<file path="config.mk">
export PLATFORM = sky130hd
export DESIGN_NAME = hsid_top
export DESIGN_NICKNAME = d
export VERILOG_FILES = /design/src/hsid_pkg.sv /design/src/hsid_x_obi_mem.sv /design/src/hsid_band_stats.sv /design/src/hsid_pixel_seq.sv /design/src/hsid_top.sv
export SDC_FILE = /design/constraint.sdc
export NUM_CORES = 1
export LEC_CHECK = 0
export BUFFER_PORTS_ARGS = -buffer_cell sky130_fd_sc_hd__buf_4
export CORE_MARGIN = 2
export CORE_UTILIZATION = 40
export CTS_CLUSTER_SIZE = 8
export DETAILED_ROUTE_END_ITERATION = 10
export PLACE_DENSITY = 0.61
export SYNTH_ARGS = -nofsm -noshare
export SYNTH_HDL_FRONTEND = slang
export SYNTH_SLANG_ARGS = --single-unit
</file>
<file path="constraint.sdc">
create_clock -name clk -period 4.1 [get_ports clk]
set_clock_uncertainty 0.1 [all_clocks]
set_input_delay 0.205 -clock clk [delete_from_list [all_inputs] [get_ports clk]]
set_output_delay 0.205 -clock clk [all_outputs]
set_load 0.05 [all_outputs]
</file>
<file path="src/hsid_pkg.sv">
`default_nettype none

package hsid_pkg;

  // Bus and data widths
  localparam int hsid_word_width       = 32;  // OBI data and address width
  localparam int hsid_mem_access_width = 6;   // Band and pixel counters
  localparam int hsid_sample_width     = 16;  // Sample sits in bits 15:0 of a word
  localparam int hsid_sum_width        = 32;  // Band sum, wraps on overflow

  // OBI manager request, read-only use here
  typedef struct packed {
    logic                       req;
    logic                       we;
    logic [3:0]                 be;
    logic [hsid_word_width-1:0] addr;
    logic [hsid_word_width-1:0] wdata;
  } obi_req_t;

  // OBI response from memory
  typedef struct packed {
    logic                       gnt;
    logic                       rvalid;
    logic [hsid_word_width-1:0] rdata;
  } obi_rsp_t;

  // Job parameters, sampled on start
  typedef struct packed {
    logic [hsid_word_width-1:0]       base_addr;  // Byte address of first band of pixel 0
    logic [hsid_mem_access_width-1:0] bands;      // 0 means 63
    logic [hsid_mem_access_width-1:0] pixels;     // 0 means 63
  } hsid_job_t;

  // Per-pixel result
  typedef struct packed {
    logic [hsid_sum_width-1:0]    sum;
    logic [hsid_sample_width-1:0] peak;
  } hsid_stats_t;

  // Burst reader FSM
  typedef enum logic [2:0] {HXOM_IDLE, HXOM_INIT, HXOM_READING, HXOM_DONE, HXOM_CLEAR}
    hsid_x_obi_mem_state_t;

  // Pixel sequencer FSM
  typedef enum logic [2:0] {SEQ_IDLE, SEQ_LAUNCH, SEQ_WAIT, SEQ_EMIT, SEQ_DONE}
    hsid_seq_state_t;

endpackage

`default_nettype wire

</file>
<file path="src/hsid_x_obi_mem.sv">
`default_nettype none

module hsid_x_obi_mem import hsid_pkg::*; (
  input  logic                             clk,
  input  logic                             rst_n,
  output obi_req_t                         obi_req,
  input  obi_rsp_t                         obi_rsp,
  input  logic [hsid_word_width-1:0]       initial_addr,
  input  logic [hsid_mem_access_width-1:0] limit,
  output logic                             data_out_valid,
  output logic [hsid_word_width-1:0]       data_out,
  input  logic                             start,
  input  logic                             clear,
  output logic                             idle,
  output logic                             ready,
  output logic                             done
);

  hsid_x_obi_mem_state_t state, next_state;

  logic [hsid_mem_access_width-1:0] cur_limit;      // Latched burst length
  logic [hsid_mem_access_width:0]   requests;       // Addresses accepted this burst
  logic [hsid_mem_access_width:0]   reads;          // Words forwarded this burst
  logic [hsid_mem_access_width:0]   requests_next;
  logic [hsid_mem_access_width:0]   in_flight;      // Granted but not yet answered
  logic                             req_q;
  logic [hsid_word_width-1:0]       addr_q;
  logic                             accepted;
  logic                             finish_reading;

  assign accepted       = req_q && obi_rsp.gnt;  // Address phase completes
  assign requests_next  = requests + {{hsid_mem_access_width{1'b0}}, accepted};
  assign finish_reading = (reads >= {1'b0, cur_limit});

  // Read-only manager, full words
  always_comb begin
    obi_req      = '0;
    obi_req.req  = req_q;
    obi_req.be   = 4'hF;
    obi_req.addr = addr_q;
  end

  always_comb begin
    idle  = (state == HXOM_IDLE);
    ready = (state == HXOM_READING);
    done  = (state == HXOM_DONE);
    case (state)
      HXOM_IDLE:    next_state = (start && !clear) ? HXOM_INIT : HXOM_IDLE;
      // Hold off until responses of an aborted burst have drained
      HXOM_INIT:    next_state = clear ? HXOM_CLEAR :
                                 (in_flight == '0) ? HXOM_READING : HXOM_INIT;
      HXOM_READING: next_state = clear ? HXOM_CLEAR :
                                 finish_reading ? HXOM_DONE : HXOM_READING;
      HXOM_DONE:    next_state = HXOM_IDLE;
      HXOM_CLEAR:   next_state = HXOM_IDLE;
      default:      next_state = HXOM_IDLE;
    endcase
  end

  always_ff @(posedge clk or negedge rst_n) begin
    if (!rst_n) begin
      state          <= HXOM_IDLE;
      req_q          <= 1'b0;
      addr_q         <= '0;
      cur_limit      <= '0;
      requests       <= '0;
      reads          <= '0;
      in_flight      <= '0;
      data_out_valid <= 1'b0;
    end else begin
      state          <= next_state;
      // Tracks outstanding reads in every state
      in_flight      <= in_flight + {{hsid_mem_access_width{1'b0}}, accepted}
                                  - {{hsid_mem_access_width{1'b0}}, obi_rsp.rvalid};
      data_out_valid <= 1'b0;
      case (state)
        HXOM_INIT: begin
          addr_q    <= initial_addr;
          cur_limit <= (limit == '0) ? '1 : limit;  // Zero length reads 63 words
          requests  <= '0;
          reads     <= '0;
        end
        HXOM_READING: begin
          // Keep asking until the last address has been accepted
          req_q <= !clear && (requests_next < {1'b0, cur_limit});
          if (accepted) begin
            addr_q   <= addr_q + (hsid_word_width / 8);  // Next band word
            requests <= requests_next;
          end
          if (obi_rsp.rvalid && !finish_reading) begin
            data_out_valid <= 1'b1;
            reads          <= reads + 1'b1;
          end
        end
        HXOM_CLEAR: req_q <= 1'b0;
        default: ;
      endcase
    end
  end

  // Read data capture
  always_ff @(posedge clk) begin
    if (state == HXOM_READING && obi_rsp.rvalid) data_out <= obi_rsp.rdata;
  end

endmodule

`default_nettype wire

</file>
<file path="src/hsid_band_stats.sv">
`default_nettype none

module hsid_band_stats import hsid_pkg::*; (
  input  logic                       clk,
  input  logic                       rst_n,
  input  logic                       pixel_start,   // Clears both accumulators
  input  logic                       sample_valid,
  input  logic [hsid_word_width-1:0] sample_word,
  output hsid_stats_t                stats
);

  logic [hsid_sample_width-1:0] sample;   // Band sample of the current word
  logic [hsid_sum_width-1:0]    sum_q;    // Running band sum
  logic [hsid_sample_width-1:0] peak_q;   // Largest sample so far
  logic                         new_peak;

  // Upper half of the word carries no data
  assign sample   = sample_word[hsid_sample_width-1:0];
  assign new_peak = (sample > peak_q);

  // Sum wraps at its width
  always_ff @(posedge clk or negedge rst_n) begin
    if (!rst_n) begin
      sum_q <= '0;
    end else if (pixel_start) begin
      sum_q <= '0;
    end else if (sample_valid) begin
      sum_q <= sum_q + hsid_sum_width'(sample);
    end
  end

  // Peak starts at zero, samples are unsigned
  always_ff @(posedge clk or negedge rst_n) begin
    if (!rst_n) begin
      peak_q <= '0;
    end else if (pixel_start) begin
      peak_q <= '0;
    end else if (sample_valid && new_peak) begin
      peak_q <= sample;
    end
  end

  // Presented every cycle, qualified by the sequencer
  assign stats = '{sum: sum_q, peak: peak_q};

endmodule

`default_nettype wire

</file>
<file path="src/hsid_pixel_seq.sv">
`default_nettype none

module hsid_pixel_seq import hsid_pkg::*; (
  input  logic                             clk,
  input  logic                             rst_n,
  input  hsid_job_t                        job,
  input  logic                             start,
  input  logic                             clear,
  output logic [hsid_word_width-1:0]       burst_addr,
  output logic [hsid_mem_access_width-1:0] burst_len,
  output logic                             burst_start,
  output logic                             burst_clear,
  input  logic                             reader_done,
  output logic                             stats_valid,
  output logic                             job_done,
  output logic                             busy
);

  hsid_seq_state_t state, next_state;

  logic [hsid_mem_access_width-1:0] pixels;    // Latched pixel count
  logic [hsid_mem_access_width-1:0] pix_cnt;   // Pixels already emitted
  logic                             accept;
  logic                             last_pixel;

  // Trailing pulses still belong to the job
  assign busy        = (state != SEQ_IDLE) || stats_valid || job_done;
  assign accept      = start && !clear && !busy;   // Start while busy is dropped
  assign last_pixel  = (pix_cnt == pixels - 1'b1);
  assign burst_start = (state == SEQ_LAUNCH);      // Also clears the statistics
  assign burst_clear = clear;

  always_comb begin
    case (state)
      SEQ_IDLE:   next_state = accept ? SEQ_LAUNCH : SEQ_IDLE;
      SEQ_LAUNCH: next_state = SEQ_WAIT;
      SEQ_WAIT:   next_state = reader_done ? SEQ_EMIT : SEQ_WAIT;
      SEQ_EMIT:   next_state = last_pixel ? SEQ_DONE : SEQ_LAUNCH;
      SEQ_DONE:   next_state = SEQ_IDLE;
      default:    next_state = SEQ_IDLE;
    endcase
    if (clear) next_state = SEQ_IDLE;  // Abort from anywhere
  end

  always_ff @(posedge clk or negedge rst_n) begin
    if (!rst_n) begin
      state       <= SEQ_IDLE;
      burst_addr  <= '0;
      burst_len   <= '0;
      pixels      <= '0;
      pix_cnt     <= '0;
      stats_valid <= 1'b0;
      job_done    <= 1'b0;
    end else begin
      state       <= next_state;
      // Registered so stats settle after the last sample
      stats_valid <= (state == SEQ_EMIT) && !clear;
      job_done    <= (state == SEQ_DONE) && !clear;
      if (accept) begin
        burst_addr <= job.base_addr;
        burst_len  <= (job.bands == '0) ? '1 : job.bands;    // Zero counts mean 63
        pixels     <= (job.pixels == '0) ? '1 : job.pixels;
        pix_cnt    <= '0;
      end else if (state == SEQ_EMIT) begin
        // Pixels are packed, four bytes per band
        burst_addr <= burst_addr + hsid_word_width'({burst_len, 2'b00});
        pix_cnt    <= pix_cnt + 1'b1;
      end
    end
  end

endmodule

`default_nettype wire

</file>
<file path="src/hsid_top.sv">
`default_nettype none

module hsid_top import hsid_pkg::*; (
  input  logic        clk,
  input  logic        rst_n,
  input  hsid_job_t   job,
  input  logic        start,
  input  logic        clear,
  output obi_req_t    obi_req,
  input  obi_rsp_t    obi_rsp,
  output hsid_stats_t stats,
  output logic        stats_valid,
  output logic        busy,
  output logic        job_done
);

  logic [hsid_word_width-1:0]       burst_addr;
  logic [hsid_mem_access_width-1:0] burst_len;
  logic                             burst_start;   // Doubles as pixel_start
  logic                             burst_clear;
  logic                             reader_done;
  logic [hsid_word_width-1:0]       band_word;
  logic                             band_valid;

  hsid_pixel_seq u_seq (
    .clk         (clk),
    .rst_n       (rst_n),
    .job         (job),
    .start       (start),
    .clear       (clear),
    .burst_addr  (burst_addr),
    .burst_len   (burst_len),
    .burst_start (burst_start),
    .burst_clear (burst_clear),
    .reader_done (reader_done),
    .stats_valid (stats_valid),
    .job_done    (job_done),
    .busy        (busy)
  );

  // Sequencer paces bursts on done alone
  hsid_x_obi_mem u_reader (
    .clk            (clk),
    .rst_n          (rst_n),
    .obi_req        (obi_req),
    .obi_rsp        (obi_rsp),
    .initial_addr   (burst_addr),
    .limit          (burst_len),
    .data_out_valid (band_valid),
    .data_out       (band_word),
    .start          (burst_start),
    .clear          (burst_clear),
    .idle           (),
    .ready          (),
    .done           (reader_done)
  );

  hsid_band_stats u_stats (
    .clk          (clk),
    .rst_n        (rst_n),
    .pixel_start  (burst_start),
    .sample_valid (band_valid),
    .sample_word  (band_word),
    .stats        (stats)
  );

endmodule

`default_nettype wire

</file>
* Word level (Yosys, flattened, before mapping)
Index checks and enable logic that the tools add are counted.
Storage, ports and cells: register bits after elaboration 183, input port bits 82, output and inout bits 121, word-level logic and storage cells 101
Cells by class: add/sub/neg operators 9, order comparisons 3, equal/unequal tests 11, muxes and demuxes 31, reduce and logical (&&, ||, !) cells 29
Operator list (number):
- 32-bit two-way mux | 5
- 32-bit one-hot mux with 2 select lines | 1
- 32-bit by 16-bit adder with 32-bit output | 1
- 32-bit by 3-bit adder with 32-bit output (second input constant) | 1
- 32-bit by 8-bit adder with 32-bit output | 1
- 16-bit two-way mux | 2
- 6-bit two-way mux | 5
- 7-bit one-hot mux with 2 select lines | 2
- 6-bit logical NOT | 3
- 16-bit > comparator | 1
- 7-bit by 1-bit adder with 7-bit output | 2
- 7-bit two-way mux | 2
- 3-bit by 2-bit == test with 1-bit output (second input constant) | 4
- 3-bit two-way mux | 4
- 3-bit one-hot mux with 4 select lines | 1
- 1-bit logical AND | 10
- 2-bit nonzero test | 5
- 3-bit one-hot mux with 3 select lines | 1
- 7-bit by 1-bit adder with 7-bit output (second input constant) | 1
- 7-bit by 6-bit greater-or-equal comparator with 1-bit output | 1
- 7-bit logical NOT | 1
- 7-bit by 6-bit less-than comparator with 1-bit output | 1
- 7-bit by 1-bit subtractor with 7-bit output | 1
- 6-bit by 1-bit adder with 6-bit output (second input constant) | 1
- 13 further kinds | 26

* Longest topological paths before layout
Gate-level depths: netlist (run 1).
depth after elaboration 8, mapped depth 13, gate-level depth less buffers 13

* By module
Synthesis (run 1) repeated with hierarchy kept, for this count alone.
Unflattened totals: cells, all modules 1280, area total of the unflattened synthesis 11977.7 µm²
By module, submodules not included:
- hsid_x_obi_mem | times used 1, cells each 523, area an instance 5170.0 µm², seq. area each 2562.5 µm²
- hsid_band_stats | times used 1, cells each 403, area an instance 3628.5 µm², seq. area each 1201.2 µm²
- hsid_pixel_seq | times used 1, cells each 354, area an instance 3179.3 µm², seq. area each 1376.3 µm²

* Worst setup path before layout (run 1)
OpenSTA, ideal clock, no wires.
kind flip-flop to flip-flop, start point register u_stats.sum_q[7], end point register u_stats.sum_q[17], setup time 78 ps, arrival 2413 ps, data required time 3922 ps, path slack 1509 ps, stages on the path, launching flop included 10, path buffers 1, period minus slack after synthesis 2591 ps, cell sequence dfrtp_1 ha_1 and3_1 nand3_1 o211ai_1 a21oi_1 o31a_1 buf_2 or3_1 a21oi_1
On the way: cells in the longest elaborated chain, start to end 3
RTL lines:
- from (decl) | line hsid_band_stats.sv:13 | logic [hsid_sum_width-1:0] sum_q;
- from (signal assigned) | line hsid_band_stats.sv:28 | sum_q <= sum_q + hsid_sum_width'(sample);
- 32-bit by 16-bit adder with 32-bit output | line hsid_band_stats.sv:28
- 32-bit two-way mux | line hsid_band_stats.sv:27 | end else if (sample_valid) begin
- 32-bit two-way mux | line hsid_band_stats.sv:25 | end else if (pixel_start) begin
Every way passes these cells. The select of a mux whose other input is x is not followed. A chain may end at the register's enable or synchronous reset.

* Final worst setup path (run 1)
start point register u_reader.data_out[7], end point register u_stats.sum_q[31]
On the way: cells in the longest elaborated chain, start to end 3
RTL lines:
- from (decl) | line hsid_x_obi_mem.sv:11 | output logic [hsid_word_width-1:0] data_out,
- from (signal assigned) | line hsid_x_obi_mem.sv:103 | if (state == HXOM_READING && obi_rsp.rvalid) data_out <= obi_rsp.rdata;
- 32-bit by 16-bit adder with 32-bit output | line hsid_band_stats.sv:28
- 32-bit two-way mux | line hsid_band_stats.sv:27
- 32-bit two-way mux | line hsid_band_stats.sv:25
Every way passes these cells. The select of a mux whose other input is x is not followed.

==> results.json, run 1 <==
{
  "synth_edf_count": 16,
  "ys_types": 70,
  "synth-seq-cells": 183,
  "rows": 60,
  "port_buffers": 149,
  "fin_cells": 1734,
  "numCtsBuffers": 17,
  "die_w_um": 168.3,
  "track_usage": 0.1981,
  "r2r_start": "u_reader.data_out[7]",
  "cts.reportedPaths.clkPinSlew_ns": 0.08,
  "grt_pass1_wl_um": 45280,
  "status": "completed",
  "pwr_density_cell_nw_per_um2": 473.8,
  "worstPathArrival_ns": 3.07,
  "hp-class": "in2reg",
  "antenna_found_initial": 0,
  "drt-wirelength-per-cell_um": 16.13,
  "cts_buffer_depth": 2,
  "slew_headroom": 0.2306,
  "whs_ns": 0.07144,
  "dp_slack_ns": 1.323,
  "drtIter0Drc": 642,
  "pin_count": 203,
  "min_path_cells": 3,
  "end_kind": "flip-flop",
  "wl_um": 27970,
  "area_growth_pct": 23.45,
  "worst_slack_ns": 1.280,
  "ys.flop_type": "dfrtp_1",
  "hold_viol_final": 0,
  "drt_first_pass_iters": 5,
  "yosysWarnings": 0,
  "fin_area_sq_um": 13330,
  "period_minus_slack_ns": 2.820,
  "hold_end": "u_reader.data_out_valid",
  "clkLatencyLatePin_ns": 0.44,
  "gp_routability_congestion": 0.8537,
  "grt_pass1_vias": 8767,
  "slew_violations": 0,
  "cts_setup_buffers": 0,
  "cts_tree": "built",
  "p_leak_nw": 6.197,
  "start_kind": "flip-flop",
  "rsz0062_at_grt": "no",
  "route.detailed.drc": 0,
  "cts.sinks": 183,
  "final_antenna_net_count": 0,
  "core_area_sq_um": 26730,
  "cts_root_buf": "clkbuf_16",
  "yosysSeqAreaShare": 0.4315,
  "fin_crit_sh": 0.6877,
  "final_cell_mix": "dfrtp_1, buf_4, nand2_1",
  "hp-start": "obi_rsp[32]",
  "finalSetupTns_ns": 0,
  "cts_max_level": 4,
  "die_h_um": 168.3,
  "grt_max_degree": 74,
  "reg2reg_depth": 8,
  "viasPerCell": 5.347,
  "gr-total-overflow": 0,
  "drive_above_1_share": 0.1493,
  "detailed_place_hpwl_um": 19770,
  "dieArea_sq_um": 28330,
  "r2r-end": "u_stats.sum_q[31]",
  "final_common_cell": "dfrtp_1",
  "syn_area_sq_um": 10800,
  "synth-async-reset-ratio": 0.9126,
  "syn-mean-instance-area_sq_um": 9.029,
  "cp_max_fo": 16,
  "timing.max_cap.violations": 0,
  "placedCellCount": 1640,
  "ff2ff_setup_slack_ns": 1.28,
  "fin_util": 0.4988,
  "start_util": 0.4041,
  "diodes": 0,
  "tightest_slew_ns": 1.154,
  "vdd_drop_max_uv": 299.3,
  "crit_required_ns": 4.35,
  "vias": 9272,
  "placed_area_sq_um": 12110,
  "p_total_mw": 6.316,
  "synthCells": 1196,
  "nets": 1530,
  "timing.fmax_mhz": 354.6,
  "finalSetupViolCount": 0,
  "worst-setup-path-type": "reg2reg"
}
==> final cells by class <==
type / count / area, sq um
repair buffers: 225 / 1861
clock buffers: 17 / 425.4
clock inverters: 15 / 173.9
multi-input cells: 907 / 5613
inverters: 46 / 172.7
flip-flops and latches: 183 / 4659
well taps: 341 / 426.7
fillers: 2517 / 13390
==> routing by layer <==
| metal | up-vias | track usage | wire, um |
|---|---|---|---|
| li1 | 4567 | - | - |
| met1 | 4417 | 0.2821 | 13520 |
| met2 | 252 | 0.3181 | 12830 |
| met3 | 36 | 0.02609 | 1145 |
| met4 | 0 | 0.05435 | 479 |
| met5 | - | 0 | 0 |
==> where the power goes <==
| group | switching (mW) | leakage (nW) | internal, mW |
|---|---|---|---|
| logic | 1.37 | 3.61 | 0.785 |
| registers | 0.355 | 2.30 | 2.14 |
| clock network | 0.835 | 0.292 | 0.828 |
==> synthesized netlist by cell type, drive strengths merged, types with 7 or more instances <==
cell / number / area share
o31ai: 19 / 0.013
nand4: 20 / 0.012
and3: 21 / 0.012
ha: 65 / 0.075
nand2b: 8 / 0.0046
o22ai: 9 / 0.0052
nand2: 148 / 0.051
o21ai: 98 / 0.045
or4: 8 / 0.0056
clkbuf: 49 / 0.017
inv: 46 / 0.016
buf: 46 / 0.030
a21oi: 84 / 0.039
mux2i: 15 / 0.014
nand3: 66 / 0.031
dfrtp: 167 / 0.39
and2: 10 / 0.0058
o211ai: 9 / 0.0063
nor2: 84 / 0.029
xnor2: 32 / 0.026
edfxtp: 16 / 0.044
a21o: 21 / 0.015
xor2: 27 / 0.022
a31oi: 8 / 0.0046
a22oi: 10 / 0.0070
nor3: 21 / 0.0097
o21a: 7 / 0.0049
==> logic make-up (layout without fill, tap and decap cells) <==
family / after synthesis / in the layout / share of synthesized area
AO/OA/AOI/OAI: 306 / 306 / 0.1736
XOR/XNOR: 59 / 59 / 0.04785
adder cells (fa/ha/maj): 68 / 68 / 0.08087
buffers and inverters: 141 / 303 / 0.06314
flip-flops: 183 / 183 / 0.4315
multiplexers: 15 / 15 / 0.01390
other: 2 / 37 / 0.0006954
AND/OR/NAND/NOR: 422 / 422 / 0.1885
==> worst max-delay path, stage by stage, from the launching register on <==
cell and delay [ns]:
edfxtp_1 0.46, ha_1 0.41, and3_1 0.23, nand3_1 0.09, o211ai_1 0.10, a21oi_1 0.13, o31a_1 0.50, or4_1 0.55
a21oi_1 0.15
==> registers in the layout (all words and copies together), names as in the netlist <==
name,cells
u_seq.state,3
u_reader.cur_limit,6
u_stats.peak_q,16
u_seq.burst_len,6
u_reader.reads,7
u_reader.in_flight,7
u_seq.job_done,1
u_seq.pix_cnt,6
u_reader.requests,7
u_reader.data_out_valid,1
u_reader.req_q,1
u_seq.burst_addr,32
u_seq.pixels,6
u_reader.addr_q,32
u_seq.stats_valid,1
u_reader.data_out,16
u_reader.state,3
u_stats.sum_q,32
==> worst max path at each step <==
stage,endpoint,startpoint,slack [ns],cells past startpoint
CTS,u_stats.sum_q[31],u_reader.data_out[7],1.29,8
global route,u_seq.burst_addr[30],u_seq.burst_len[0],1.10,9
finish,u_stats.sum_q[31],u_reader.data_out[7],1.28,8
global placement,u_seq.burst_addr[22],u_seq.burst_addr[2],1.35,9
detailed placement,u_seq.burst_addr[30],u_seq.burst_addr[2],1.32,9
floorplan,u_stats.sum_q[17],u_stats.sum_q[7],1.51,9
==> what timing repair did <==
action                    4_1_cts  5_1_grt
hold buffers                   62        0
gates resized for setup         0        0
hold endpoints to repair      130        0
Note: power is estimated with default switching activity, not from simulation.
==> inputs of run 2 (changes only) <==
- clock period: 4.1 -> 2.8 ns (I/O delays scaled with it)
==> results.json, run 2 (synthesized netlist as in run 1, its figures left out) <==
{
  "drtIter0Drc": 708,
  "period_minus_slack_ns": 2.657,
  "diodes": 0,
  "p_leak_nw": 6.299,
  "rows": 60,
  "power_frac_comb": 0.340,
  "dieArea_sq_um": 28330,
  "die_h_um": 168.3,
  "timing.max_cap.violations": 0,
  "hp-class": "in2reg",
  "whs_ns": 0.08025,
  "finalSetupTns_ns": 0,
  "final_common_cell": "buf_4",
  "nets": 1551,
  "area_growth_pct": 25.28,
  "top_regs": "u_reader.addr_q x32, u_seq.burst_addr x32, u_stats.sum_q x32",
  "status": "completed",
  "wl_um": 28880,
  "rsz0062_at_grt": "no",
  "internal_power_mw": 5.611,
  "grt_pass1_wl_um": 46420,
  "cp_max_fo": 14,
  "core_area_sq_um": 26730,
  "met1Wirelength_um": 13690,
  "placedCellCount": 1659,
  "cts_setup_buffers": 0,
  "finalSetupViolCount": 0,
  "gr-total-overflow": 0,
  "cts_max_level": 4,
  "worst-setup-path-type": "reg2reg",
  "fin_crit_sh": 0.9490,
  "start_kind": "flip-flop",
  "fin_area_sq_um": 13530,
  "drt_first_pass_iters": 5,
  "track_usage": 0.2038,
  "timing.fmax_mhz": 376.3,
  "viasPerCell": 5.364,
  "cts.reportedPaths.clkPinSlew_ns": 0.09,
  "switching_share": 0.4019,
  "start_util": 0.4041,
  "cts_tree": "built",
  "end_kind": "flip-flop",
  "cts_root_buf": "clkbuf_16",
  "die_w_um": 168.3,
  "slew_headroom": 0.3315,
  "worstPathArrival_ns": 2.91,
  "gp_routability_congestion": 0.8585,
  "final_antenna_net_count": 0,
  "final_cell_mix": "buf_4, dfrtp_1, nand2_1",
  "wl_met2_um": 13550,
  "top_layer": "met4",
  "antenna_found_initial": 0,
  "cts.sinks": 183,
  "detailed_place_hpwl_um": 20650,
  "drt-wirelength-per-cell_um": 16.46,
  "grt_max_degree": 51,
  "route.detailed.drc": 0,
  "vias": 9413,
  "hold_viol_final": 0,
  "wl_met3_um": 1328,
  "tightest_slew_ns": 0.9990,
  "pwr-share-seq": 0.390,
  "fin_util": 0.5062,
  "slew_violations": 0,
  "power.switching_mw": 3.770,
  "pin_count": 203,
  "dp_slack_ns": 0.1411,
  "crit_required_ns": 3.05,
  "clkLatencyLatePin_ns": 0.44,
  "placed_area_sq_um": 12250,
  "fin_cells": 1755,
  "p_total_mw": 9.381,
  "vdd_drop_max_uv": 583.6,
  "numCtsBuffers": 17,
  "cts_buffer_depth": 2,
  "worst_slack_ns": 0.1428,
  "port_buffers": 149,
  "drive_above_1_share": 0.1634,
  "grt_pass1_vias": 8906,
  "p_clk_frac": 0.270,
  "pwr_density_cell_nw_per_um2": 693.4
}
-- run 2: cell types whose count changed in the layout (fill, tap and decap cells not counted), sizes merged --
cell,before,now
dlygate4sd3,62,64
clkbuf,17,18
clkinv,7,6
inv,54,53
buf,163,182
bufinv,0,1
-- run 2: worst max-delay path: stages, from the launching register on --
cell	delay (ns)
edfxtp_1	0.45
ha_2	0.41
and3_1	0.21
nand3_1	0.09
o211ai_1	0.10
a21oi_1	0.09
o31a_2	0.44
or4_1	0.53
a21oi_1	0.16
-- run 2: final cells by class --
| class | instances | area (sq um) |
|---|---|---|
| inverters | 46 | 172.7 |
| well taps | 341 | 426.7 |
| clock buffers | 18 | 439.2 |
| fillers | 2511 | 13200 |
| multi-input cells | 907 | 5629 |
| repair buffers | 246 | 2023 |
| clock inverters | 14 | 178.9 |
| flip-flops and latches | 183 | 4659 |
-- run 2: repair_timing --
action	CTS	global route
endpoints found under the setup margin	0	3
resized for setup	0	3
endpoints found under the hold margin	113	0
hold buffers	64	0
-- run 2: path summary, 6_finish.rpt --
kind | from | endpoint | slack (ns) | cells after the start
setup / recovery | u_reader.data_out[7] | u_stats.sum_q[21] | 0.14 | 8
hold / removal | obi_rsp[33] | u_reader.in_flight[0] | 0.08 | 3
setup reg to reg | u_reader.data_out[7] | u_stats.sum_q[21] | 0.14 | 8
hold reg to reg | u_seq.burst_addr[0] | u_reader.addr_q[0] | 0.37 | 2
max in group asynchronous | rst_n | u_reader.cur_limit[1] | 1.67 | 3
min in group asynchronous | rst_n | u_stats.peak_q[7] | 0.10 | 2
-- run 2: power by group through the flow --
stage	combinational, mW	clock [mW]	sequential (mW)
2_1_floorplan	1.48	0	4.36
3_3_place_gp	3.07	0	3.69
6_report	3.19	2.54	3.66
5_1_grt	3.48	2.69	3.73
4_1_cts	3.21	2.57	3.65
3_5_place_dp	3.13	0	3.70
-- run 2: routing by layer --
| metal | vias up | GRT usage |
|---|---|---|
| met5 | - | 0 |
| met4 | 0 | 0.04235 |
| met3 | 27 | 0.03032 |
| met2 | 258 | 0.3349 |
| met1 | 4515 | 0.2869 |
| li1 | 4613 | - |
